`config.mk`:
```
export PLATFORM = sky130hd
export DESIGN_NAME = glue_regs
export DESIGN_NICKNAME = d
export VERILOG_FILES = /design/src/common/tcp_glue_pkg.sv /design/src/source/glue_regs.sv
export SDC_FILE = /design/constraint.sdc
export NUM_CORES = 1
export LEC_CHECK = 0
export BUFFER_PORTS_ARGS = -buffer_cell sky130_fd_sc_hd__buf_2
export CORE_MARGIN = 3
export CORE_UTILIZATION = 43
export CTS_CLUSTER_SIZE = 30
export DETAILED_ROUTE_END_ITERATION = 10
export PLACE_DENSITY = 0.75
export SLEW_MARGIN = 0
export SYNTH_ARGS = -nofsm -noshare
export SYNTH_HDL_FRONTEND = slang
export SYNTH_SLANG_ARGS = --single-unit
```
`constraint.sdc`:
```
create_clock -name net_clk -period 2.29 [get_ports net_clk]
set_clock_uncertainty 0.15 [all_clocks]
set_input_delay 0.5725 -clock net_clk [delete_from_list [all_inputs] [get_ports net_clk]]
set_output_delay 0.5725 -clock net_clk [all_outputs]
set_load 0.02 [all_outputs]
```
`src/common/tcp_glue_pkg.sv`:
```
package tcp_glue_pkg;

  // data path widths
  localparam int NET_WIDTH      = 64;                      // engine side beat
  localparam int MEM_WIDTH      = 512;                     // memory side word
  localparam int BEATS_PER_WORD = MEM_WIDTH / NET_WIDTH;   // 8 lanes per word
  localparam int NET_KEEP_W     = NET_WIDTH / 8;           // one bit per byte
  localparam int MEM_KEEP_W     = MEM_WIDTH / 8;

  // command words
  localparam int CMD_WORD_W = 72;                          // engine side
  localparam int MEM_ADDR_W = 64;                          // memory side address
  localparam int MEM_LEN_W  = 32;                          // memory side length

  // register block
  localparam int APB_ADDR_W = 4;
  localparam int CNT_W      = 16;                          // counters and fill level

  localparam logic [APB_ADDR_W-1:0] REG_RX_LIMIT = 4'h0;   // rw, buffer fill limit
  localparam logic [APB_ADDR_W-1:0] REG_RX_COUNT = 4'h4;   // ro, delayed fill level
  localparam logic [APB_ADDR_W-1:0] REG_RD_CMDS  = 4'h8;   // ro, tx read commands
  localparam logic [APB_ADDR_W-1:0] REG_RD_PKTS  = 4'hC;   // ro, tx read packets

  // engine command word, seen raw or split into fields
  typedef union packed {
    logic [CMD_WORD_W-1:0] raw;
    struct packed {
      logic [7:0]  spare_hi;                               // 71:64 unused
      logic [31:0] address;                                // 63:32
      logic [8:0]  spare_lo;                               // 31:23 unused
      logic [22:0] length;                                 // 22:0
    } fields;
  } mem_cmd_word_u;

endpackage

```
`src/source/glue_regs.sv`:
```
`timescale 1ns/1ps

module glue_regs import tcp_glue_pkg::*; #(
  parameter int RX_BUFFER_DEPTH = 1024
) (
  input  logic                  net_clk,
  input  logic                  net_aresetn,
  input  logic [APB_ADDR_W-1:0] paddr,
  input  logic                  psel,
  input  logic                  penable,
  input  logic                  pwrite,
  input  logic [31:0]           pwdata,
  output logic [31:0]           prdata,
  output logic                  pready,
  output logic                  pslverr,
  input  logic [CNT_W-1:0]      fill_count,
  input  logic                  rd_cmd_fire,
  input  logic                  rd_data_fire,
  input  logic                  rd_data_last,
  output logic [CNT_W-1:0]      rx_limit
);

  logic             access;                                // apb access phase
  logic             addr_hit;                              // address maps to a register
  logic [CNT_W-1:0] rd_cmd_cnt;
  logic [CNT_W-1:0] rd_pkt_cnt;

  assign access = psel && penable;
  assign pready = 1'b1;                                    // zero wait states

  always_comb begin
    addr_hit = 1'b1;
    prdata   = '0;
    case (paddr)
      REG_RX_LIMIT: prdata = 32'(rx_limit);
      REG_RX_COUNT: prdata = 32'(fill_count);
      REG_RD_CMDS:  prdata = 32'(rd_cmd_cnt);
      REG_RD_PKTS:  prdata = 32'(rd_pkt_cnt);
      default:      addr_hit = 1'b0;                       // unaligned offsets
    endcase
  end

  // only the limit register takes writes
  assign pslverr = access && (!addr_hit || (pwrite && paddr != REG_RX_LIMIT));

  always_ff @(posedge net_clk) begin
    if (!net_aresetn) begin
      rx_limit <= CNT_W'(RX_BUFFER_DEPTH);                 // no throttling out of reset
    end else if (access && pwrite && paddr == REG_RX_LIMIT) begin
      rx_limit <= pwdata[CNT_W-1:0];
    end
  end

  // transfer counters, both wrap
  always_ff @(posedge net_clk) begin
    if (!net_aresetn) begin
      rd_cmd_cnt <= '0;
      rd_pkt_cnt <= '0;
    end else begin
      if (rd_cmd_fire) begin
        rd_cmd_cnt <= rd_cmd_cnt + 1'b1;
      end
      if (rd_data_fire && rd_data_last) begin
        rd_pkt_cnt <= rd_pkt_cnt + 1'b1;                   // one per packet end
      end
    end
  end

  assert property (@(posedge net_clk) disable iff (!net_aresetn)
    penable |-> psel)
    else $error("apb penable raised without psel");

endmodule

```
# After elaboration in Yosys (flattened, before gate mapping)
# Cells that the tools add are included.
# W data, S select, Z words.
totals:
  ram_bits: 0
  mem_count: 0
  output_inout_bits: 50
  reg_bits: 48
  rom_bits: 0
  latch_bits: 0
  wordCells: 21
classes:
  bitwise_logic: 0
  n_eq_ne: 3
  div: 0
  n_lt_le_gt_ge: 0
  shifts: 0
  n_mul: 0
  add_sub_neg: 2
  n_reduce_logical: 11
  muxes: 2
op_table:
  columns: ["operator", "count"]
  rows:
  - ["$pmux W16 S4", 1]
  - ["$add A16 B1 Y16 const B", 2]
  - ["$eq A4 B4 Y1 const B", 2]
  - ["$logic_and A1 B1 Y1", 6]
  - ["$eq A4 B3 Y1 const B", 1]
  - ["$logic_not A4 Y1", 1]
  - ["$reduce_bool A4 Y1", 1]
  - ["$reduce_or A4 Y1", 1]
  - ["$logic_not A1 Y1", 1]
  - ["$logic_or A1 B1 Y1", 1]
  - ["$mux W1", 1]

# Longest topological paths before layout
# Gate-level depths: netlist of run 1.
logic_depth:
  depth_word: 6
  depth_mapped: 7
  depth_no_buf: 5

# Worst setup path after synthesis of run 1
# No wires, ideal clock.
synth_path:
  path_type: "input -> output"
  start: "in paddr[2]"
  end: "out prdata[0]"
  setup_slack_ns: -0.264
  arrival_ns: 1.831
  cell_stages: 4
  cell_sequence: "buf_4 buf_1 mux2i_1 o21ai_0"
synth_via:
  elab_chain_len: 2
  word_cells_on_any_way: 5
  classes_between: "eq/ne: 3; mux: 1; reduce/logical: 1"
synth_lines:
  columns: ["element", "line_no", "source"]
  rows:
  - ["start: declaration", "glue_regs.sv:8", "input logic [APB_ADDR_W-1:0] paddr,"]
  - ["$eq A4 B4 Y1 (tied with other cells)", "glue_regs.sv:34", "case (paddr)"]
  - ["$pmux W16 S4 (*)", "glue_regs.sv:34", null]
  - ["end: declaration", "glue_regs.sv:13", "output logic [31:0] prdata,"]
# Every way passes the cells marked *; elsewhere a longest branch is shown, timed or not.

# Final worst setup path of run 1
layout_path:
  start: "in paddr[3]"
  end: "out prdata[1]"
# The elaborated chain is that of the path after synthesis.

==> results of run 1 <==
-- per-layer routing --
metal | vias to the layer above | part of all wire, % | track usage [%]
met5 | - | 0 | 0
met4 | 0 | 1.8 | 5.79
met3 | 13 | 4.6 | 3.77
met2 | 79 | 50 | 30.4
met1 | 1182 | 43 | 24.1
li1 | 1219 | - | -
-- layout by cell type, fill, tap and decap left out, types with 2 or more instances in the layout --
cell	instances
a22oi_1	4
xor2_1	10
and4_1	4
inv_1	3
nand2_1	46
dfxtp_1	48
o21ai_1	7
buf_4	17
buf_2	57
ha_1	2
nor4_1	5
buf_12	4
buf_6	9
o21ai_0	4
nor3_1	6
a22oi_2	12
nor2_1	29
or3_1	4
clkbuf_8	5
a21oi_1	22
o21ai_2	9
nand3_1	10
mux2i_1	18
conb_1	17
nand4_1	9
xnor2_1	13
-- stage by stage --
stage	setup slack, ns	utilization, %	std cells	total power (uW)	hold slack (ns)
after floorplan	-0.0620	-	325	986	0.295
after global placement	-0.0373	54.0	451	1040	0.305
after detailed placement	-0.0440	54.0	451	1040	0.307
after CTS	-0.00606	55.8	458	1510	0.319
after global routing	-0.0764	58.7	461	1580	0.334
final	-0.0449	58.7	461	1510	0.328
-- tightest hold or removal path, stage by stage, from the launching register on --
cell and delay [ns]:
dfxtp_1 0.32, nand2_1 0.05, a21oi_1 0.06
-- timing repair --
item / CTS / global route
buffers inserted: 0 / 2
pin swaps: 0 / 10
endpoints found under the setup margin: 16 / 16
gates resized for setup: 13 / 38
cloned: 0 / 1
-- kinds of logic (layout without fill, tap and decap cells) --
kind of cell	Yosys count	in the layout	synth area share (%)
AOI/OAI and AO/OA	61	61	14.0
xor gates and xnor gates	23	23	7.94
adders and majority gates	2	2	0.987
buffers and inverters	36	100	8.58
DFF	48	48	37.9
muxes	18	18	7.10
other	2	17	0.296
and+or+nand+nor	120	120	23.2
-- synthesized netlist by cell type (2+ instances only) --
| cell | instances | area, sq um |
|---|---|---|
| and4_1 | 4 | 35.0 |
| nor2_1 | 29 | 109 |
| nor3_1 | 6 | 30.0 |
| a21oi_1 | 22 | 110 |
| conb_1 | 2 | 7.51 |
| a22oi_1 | 16 | 120 |
| nand2_1 | 46 | 173 |
| buf_1 | 4 | 15.0 |
| nand3_1 | 10 | 50.1 |
| inv_1 | 3 | 11.3 |
| o21ai_0 | 20 | 100 |
| buf_2 | 3 | 15.0 |
| or3_1 | 4 | 25.0 |
| mux2i_1 | 18 | 180 |
| xnor2_1 | 13 | 114 |
| nor4_1 | 5 | 31.3 |
| nand4_1 | 9 | 56.3 |
| dfxtp_1 | 48 | 961 |
| clkbuf_1 | 5 | 18.8 |
| xor2_1 | 10 | 87.6 |
| buf_4 | 19 | 143 |
| ha_1 | 2 | 25.0 |
-- registers in the layout (all words and copies together) (netlist names) --
name,cells
rx_limit,16
rd_cmd_cnt,16
rd_pkt_cnt,16
-- cell type report --
| class | instances | area [sq um] |
|---|---|---|
| clock inverters | 1 | 5.00 |
| well taps | 72 | 90.1 |
| inverters | 4 | 15.0 |
| flip-flops and latches | 48 | 961 |
| fillers | 494 | 2310 |
| clock buffers | 6 | 72.6 |
| repair buffers | 89 | 634 |
| multi-input cells | 241 | 1520 |
-- power breakdown --
| part | internal (uW) | switching [uW] |
|---|---|---|
| Clock | 208 | 264 |
| Combinational | 79.2 | 111 |
| Sequential | 841 | 8.23 |
-- worst max path at each step --
stage / slack [ns] / to / cells after the start
global route: -0.08 / prdata[1] / 7
global placement: -0.04 / prdata[14] / 6
detailed placement: -0.04 / prdata[12] / 6
CTS: -0.006 / prdata[7] / 6
finish: -0.04 / prdata[1] / 7
floorplan: -0.06 / prdata[0] / 5
==> summary.md, run 1 <==
| Metric | Value |
|---|---|
| Class of the worst hold path | flop to flop |
| Post-DP HPWL | 4.82 mm |
| Max Slew Vio Count | 0 |
| Max Freq | 0.428 GHz |
| Residual DRC | 0 |
| Maximum vdd drop | 0.000320 V |
| RR Endpoint | rd_pkt_cnt[15] |
| Worst path slowest cell | nor4b_4 |
| Total vias in the final route | 2493 |
| IO buf count | 76 |
| Area grow syn2layout | 29.9% |
| Num CTS Buffers | 5 |
| Hold depth | 2 |
| EDFF count, synth | 0 |
| Initial core utilization | 45.2% |
| Data required time of the critical path | 1.57 ns |
| Post-synthesis sequential area ratio | 37.9% |
| Worst Setup Slack, final | -0.0449 ns |
| Final Wtd Congestion | 0.837 |
| Final WL | 6.71 mm |
| CP startpoint | paddr[3] |
| Arr. time, crit path | 1.61 ns |
| Post-synth cell types | 34 |
| Die W | 82.8 microns |
| Mean routed wirelength per cell | 14.6 microns |
| Cells after Synth | 310 |
| # nets final | 451 |
| CTS tree | done |
| Initial DRC count | 184 |
| Failing checks | setup timing |
| Outcome | finished with violations |
| Hold Vio Cnt, Final | 0 |
| Full die area | 6860 sq um |
| Pwr Density | 459 nW/um^2 |
| Crit path launch type | input port |
| Crit. End Element | output pin |
| Hold_buf cts | 0 |
| Skew-Pair Late Insertion Delay | 0.29 ns |
| MaxCap Viol Count | 0 |
| Synth Cell Area | 2540 sq um |
| Final instance area | 3290 sq um |
| Reg2reg path depth | 4 |
| Main synth FF type | dfxtp_1 |
| Post-synth ARST share | 0% |
| Static Leakage | 0.00131 uW |
| Clock Tree Root | clkbuf_8 |
| N_diodes | 0 |
| First-pass GRT wire length | 10.6 mm |
| Min Tclk post-route | 2.33 ns |
| Setup-failing EPs final | 14 |
| Die H | 82.8 microns |
| Critical Path, Cell by Cell | buf_8 -> nor4b_4 -> buf_4 -> clkbuf_16 -> a22oi_1 -> o21ai_2 -> buf_2 |
| Setup tns final | -0.284 ns |
| Critical path class | input port to output pin |
| Vias/cell | 5.41 |
| CP top delay family | buffers and inverters |
| Post-route ant nets | 0 |
| CTS clk-pin slew, worst paths | 0.08 ns |
| Yosys Warn Count | 0 |
| Share of cells above drive strength 1 | 30.8% |
| FP Rows | 27 |
| Vias in the first global route | 2217 |
| Largest net degree at the start of global routing | 47 |
| Worst r2r src | rd_pkt_cnt[6] |
| Flops & latches, synth | 48 |
| Initial antenna violation count | 0 |
| Clock sink count | 48 |
| RSZ-0062 raised after global routing | true |
| Placed Area | 3030 sq um |
| Crit path largest cell delay | 0.26 ns |
| Detailed Routing Iterations Pass 1 | 4 |
| GR Util All Layers | 18.4% |
| Bufs on Longest Clock Path | 2 |
| Final period util | 102% |
| Total grt overflow | 0 |
| Maximum fanout along the worst path | 8 |
| Hold EP | rx_limit[6] |
| Worst path buffer plus inverter count | 4 |
| Reg2Reg Setup Slack | 0.49 ns |
| Avg Cell Area, Syn | 8.18 sq um |
| Core ar. | 5610 sq um |
| I/O pins | 110 |
| Clock H-tree levels | 2 |
| HP Start | rx_limit[6] |
(Power assumes the default switching activity.)
==> run 2: changes to the inputs <==
==> constraint.sdc (replaced) <==
create_clock -name net_clk -period 2.29 [get_ports net_clk]
set_clock_uncertainty 0.15 [all_clocks]
set_input_delay 0.3435 -clock net_clk [delete_from_list [all_inputs] [get_ports net_clk]]
set_output_delay 0.3435 -clock net_clk [all_outputs]
set_load 0.02 [all_outputs]
==> run 2 against run 1 <==
Sequential cell count is the same. Utilization decreased by 4.8 points. Combinational power is 19% lower. Cell area decreased by 8.2%. Global-route usage fell by 0.12 points. Worst setup slack better by 0.30 ns. Final cell count down 1.1%. The run now ends clean. Critical endpoint is now prdata[10]. Routed wire length decreased by 4.6%. Non-clock buffer count fell by 6. Largest cell class unchanged.
==> summary.md, run 2 (synthesis results as in run 1) <==
| Metric | Value |
|---|---|
| Outcome | completed |
| Setup-failing EPs final | 0 |
| IO buf count | 76 |
| Clock power frac | 38.5% |
| Crit path largest cell delay | 0.26 ns |
| Pwr Density | 539 nW/um^2 |
| Data required time of the critical path | 1.80 ns |
| Total vias in the final route | 2409 |
| Worst Setup Slack, final | 0.253 ns |
| Worst path buffer plus inverter count | 3 |
| Static Leakage | 0.00123 uW |
| Mean routed wirelength per cell | 14.0 microns |
| Critical path class | input port to output pin |
| Arr. time, crit path | 1.54 ns |
| MaxCap Viol Count | 0 |
| Die W | 82.8 microns |
| Final Wtd Congestion | 0.797 |
| Vias in the first global route | 2303 |
| Setup tns final | 0 ns |
| Sw Share | 25.2% |
| Class of the worst hold path | input port to flop |
| Die H | 82.8 microns |
| Crit path launch type | input port |
| Comb power frac | 9.4% |
| Clock H-tree levels | 2 |
| Share of cells above drive strength 1 | 24.7% |
| Max Slew Vio Count | 0 |
| First-pass GRT wire length | 10.5 mm |
| Final instance area | 3020 sq um |
| Top Registers | rd_cmd_cnt x16, rd_pkt_cnt x16, rx_limit x16 |
| Reg power frac | 52.1% |
| Initial core utilization | 45.2% |
| Area grow syn2layout | 19.2% |
| Final period util | 89.0% |
| Post-route ant nets | 0 |
| Initial DRC count | 85 |
| Initial antenna violation count | 0 |
| Post-CTS sizing | 0 |
| RSZ-0062 raised after global routing | false |
| Most frequent cells in the layout | buf_2, dfxtp_1, nand2_1, nor2_1, a21oi_1 |
| Min Tclk post-route | 2.04 ns |
| Pre-CTS WS | 0.273 ns |
| P_sw | 411 uW |
| Hold Vio Cnt, Final | 0 |
| Detailed Routing Iterations Pass 1 | 4 |
| Post-DP HPWL | 4.79 mm |
| FP Rows | 27 |
| Final WL | 6.41 mm |
| Placed Area | 2910 sq um |
| GR Util All Layers | 18.3% |
| Crit. End Element | output pin |
| Vias/cell | 5.28 |
| Bufs on Longest Clock Path | 2 |
| # nets final | 445 |
| Maximum fanout along the worst path | 16 |
| Clock sink count | 48 |
| N_diodes | 0 |
| Core ar. | 5610 sq um |
| Hold_buf cts | 0 |
| Reg2Reg Setup Slack | 0.42 ns |
| Worst path slowest cell | buf_4 |
| Total chip power | 1630 uW |
| Slew headroom | 48.8% |
| Maximum vdd drop | 0.000358 V |
| Internal | 1220 uW |
| Residual DRC | 0 |
| CTS clk-pin slew, worst paths | 0.09 ns |
| Total grt overflow | 0 |
| Cell mode on critical path | buf_2 |
| Max Freq | 0.491 GHz |
| Slew at the pin closest to its max-slew limit | 0.766 ns |
| Most common cell after layout, fill and taps aside | buf_2 |
| Skew-Pair Late Insertion Delay | 0.31 ns |
| I/O pins | 110 |
| Num CTS Buffers | 5 |
| CP top delay family | buffers and inverters |
| Clock Tree Root | clkbuf_8 |
| CTS tree | done |
| Largest net degree at the start of global routing | 47 |
| Critical Path, Cell by Cell | buf_2 -> nor4b_2 -> buf_4 -> a22oi_1 -> o21ai_0 -> buf_2 |
| Post-CTS Setup Bufs | 0 |
| Full die area | 6860 sq um |
## run 2: cell count changes in the layout (fill, tap and decap cells not counted), moves of 4 or more
cell     previous run  this run
o21ai_0             4        20
buf_12              4         0
o21ai_1             7         0
a22oi_2            12         0
buf_4              17         7
buf_6               9         0
a22oi_1             4        16
o21ai_2             9         0
buf_2              57        76
## run 2: power groups by stage
| stage | Combinational [uW] | Sequential, uW | Clock [uW] |
|---|---|---|---|
| floorplan | 113 | 868 | 0 |
| global placement | 150 | 868 | 0 |
| detailed placement | 152 | 869 | 0 |
| CTS | 153 | 849 | 640 |
| global route | 168 | 851 | 665 |
| finish | 153 | 849 | 629 |
## run 2: stage by stage
step | instances | hold slack, ns | utilization, %
after floorplan | 325 | 0.265 | -
after global placement | 448 | 0.304 | 51.9
after CTS | 456 | 0.0955 | 53.9
final | 456 | 0.0949 | 53.9
after global routing | 456 | 0.114 | 53.9
after detailed placement | 448 | 0.311 | 51.9
## run 2: final timing paths
check | startpoint | endpoint | cells after the start
worst min-delay path | pwdata[10] | rx_limit[10] | 3
worst min register to register | rx_limit[3] | rx_limit[3] | 2
worst max-delay path | paddr[2] | prdata[10] | 6
worst max register to register | rd_pkt_cnt[6] | rd_pkt_cnt[15] | 4
## run 2: per-layer routing
layer  global-route usage, %  wire length [microns]  up-vias
met5                       0                      0        -
met1                    22.2                   2870     1133
li1                        -                      -     1204
met4                    4.90                     80        0
met2                    32.1                   3130       64
met3                    4.56                    326        8
## run 2: tightest hold or removal path, stage by stage
cell and delay [ns]:
buf_2 0.08, nand2_1 0.04, nand3_1 0.07
## run 2: final cells by class
cell class / count / area [sq um]
clock buffer: 5 / 68.8
clock inverter: 3 / 42.5
fill: 551 / 2580
inverter: 4 / 15.0
multi-input combinational: 241 / 1410
sequential: 48 / 961
tap: 72 / 90.1
timing repair buffer: 83 / 433
==> run 3: changes to the inputs <==
CORE_MARGIN = 2   (was 3)
clock period = 1.7 ns   (was 2.29 ns; I/O delays follow)
==> run 3 against run 2 <==
The run now ends with setup timing left. Final cell count increased by 5.5%. Worst setup slack worse by 0.26 ns. Routed wire length grew 8.4%. Sequential power grew 34%. Combinational power is 73% higher. Non-clock buffer count up 25.
==> summary.md, run 3 (synthesis results as in run 1) <==
| Metric | Value |
|---|---|
| Fin Hold WS | 0.0198 ns |
| Filler instances | 463 |
| Most common cell after layout, fill and taps aside | buf_2 |
| Die W | 80.8 microns |
| Reg2reg path depth | 4 |
| Outcome | finished with violations |
| Clock Tree Root | clkbuf_8 |
| Core ar. | 5610 sq um |
| P_sw | 538 uW |
| Mean routed wirelength per cell | 14.4 microns |
| First-pass GRT wire length | 11.0 mm |
| Critical path class | input port to output pin |
| Hold Vio Cnt, Final | 0 |
| CTS clk-pin slew, worst paths | 0.09 ns |
| Clock H-tree levels | 2 |
| Maximum vdd drop | 0.000444 V |
| Dpl cells | 469 |
| Hold_buf cts | 0 |
| Worst Setup Slack, final | -0.00533 ns |
| Reg power frac | 54.0% |
| Bufs on Longest Clock Path | 2 |
| GR Util All Layers | 21.7% |
| Critical Path, Cell by Cell | buf_8 -> nor4_4 -> bufbuf_16 -> a22oi_1 -> o21ai_1 -> buf_4 |
| FP Rows | 27 |
| Top Registers | rd_cmd_cnt x16, rd_pkt_cnt x16, rx_limit x16 |
| Comb power frac | 12.5% |
| CP startpoint | paddr[0] |
| Maximum fanout along the worst path | 8 |
| Fin cells | 481 |
| CTS tree | done |
| Full die area | 6530 sq um |
| Total grt overflow | 0 |
| Initial core utilization | 45.2% |
| Data required time of the critical path | 1.29 ns |
| # nets final | 470 |
| Class of the worst hold path | input port to flop |
| Worst path slowest cell | bufbuf_16 |
| Die H | 80.8 microns |
| HP Start | pwdata[10] |
| Num CTS Buffers | 5 |
| Max Slew Vio Count | 0 |
| Final period util | 100% |
| Sw Share | 25.4% |
| Crit path launch type | input port |
| Most frequent cells in the layout | buf_2, nand2_1, dfxtp_1, buf_4, nor2_1 |
| Max Freq | 0.586 GHz |
| Vias in the first global route | 2368 |
| Total vias in the final route | 2591 |
| Area grow syn2layout | 37.5% |
| MaxCap Viol Count | 0 |
| Vias/cell | 5.39 |
| Arr. time, crit path | 1.30 ns |
| Final WL | 6.94 mm |
| Post-route ant nets | 0 |
| Share of cells above drive strength 1 | 36.7% |
| Detailed Routing Iterations Pass 1 | 4 |
| Hold EP | rx_limit[10] |
| Setup tns final | -0.0101 ns |
| RR Endpoint | rd_cmd_cnt[13] |
| Final Wtd Congestion | 0.867 |
| Total chip power | 2120 uW |
| Internal | 1580 uW |
| Failing checks | setup timing |
| N_diodes | 0 |
| Pwr Density | 607 nW/um^2 |
| Reg2Reg Setup Slack | 0.05 ns |
| I/O pins | 110 |
| Hold depth | 3 |
| Skew-Pair Late Insertion Delay | 0.30 ns |
| Min Tclk post-route | 1.71 ns |
| Clock power frac | 33.6% |
| Initial antenna violation count | 0 |
| Crit. End Element | output pin |
| Static Leakage | 0.00142 uW |
| Residual DRC | 0 |
| Register area | 968 sq um |
| Largest net degree at the start of global routing | 47 |
| Placed Area | 3180 sq um |
| Multi-input logic area | 1550 sq um |
| IO buf count | 76 |
| Setup-failing EPs final | 2 |
| Post-DP HPWL | 4.94 mm |
| Worst r2r src | rd_cmd_cnt[6] |
| Final instance area | 3490 sq um |
| Crit path largest cell delay | 0.32 ns |
| RSZ-0062 raised after global routing | true |
| Clock sink count | 48 |
| Initial DRC count | 188 |
-- run 3: changes by cell type in the layout (fill, tap and decap cells not counted), sizes merged --
cell	before	now
bufbuf	0	1
clkinv	1	0
bufinv	1	0
clkinvlp	1	0
buf	83	107
clkbuf	5	8
-- run 3: cell type report --
cell class / count / area share, %
multi-input combinational: 241 / 44.4
sequential: 48 / 27.8
timing repair buffer: 108 / 22.3
clock buffer: 8 / 2.58
tap: 72 / 2.58
inverter: 4 / 0.430
-- run 3: layer usage --
layer | track usage [%] | part of all wire (%) | vias up
met5 | 0 | 0 | -
met4 | 8.14 | 1.7 | 0
met3 | 4.22 | 4.5 | 11
met2 | 38.3 | 52 | 76
met1 | 26.0 | 42 | 1244
li1 | - | - | 1260
-- run 3: worst max path at each step --
| stage | slack [ns] | to | depth (start not counted) |
|---|---|---|---|
| finish | -0.005 | prdata[5] | 6 |
| global route | -0.07 | rd_cmd_cnt[13] | 4 |
| CTS | -0.002 | prdata[7] | 7 |
| detailed placement | -0.07 | rx_limit[15] | 7 |
| global placement | -0.02 | prdata[7] | 6 |
| floorplan | -0.02 | prdata[0] | 5 |
-- run 3: power by group through the flow --
stage	logic [uW]	registers, uW	clock network (uW)
final	264	1140	711
after global routing	287	1140	771
after CTS	254	1140	717
after detailed placement	239	1170	0
after global placement	237	1170	0
after floorplan	158	1170	0
-- run 3: metrics by stage --
stage          setup slack, ns  util (%)
2_1_floorplan          -0.0170         -
3_5_place_dp           -0.0740      56.6
4_1_cts               -0.00248      59.8
5_1_grt                -0.0691      62.2
3_3_place_gp           -0.0203      56.6
6_report              -0.00533      62.2
-- run 3: critical path: cells and delay by family --
family | cells | cell delay (ns)
buffers and inverters | 3 | 0.59
AND/OR/NAND/NOR | 1 | 0.31
AO/OA/AOI/OAI | 2 | 0.15
-- run 3: repair_timing --
item	4_1_cts	5_1_grt
setup endpoints to repair	7	25
cloned	1	0
resized for setup	20	34
pin swaps	1	2
buffers inserted	2	1
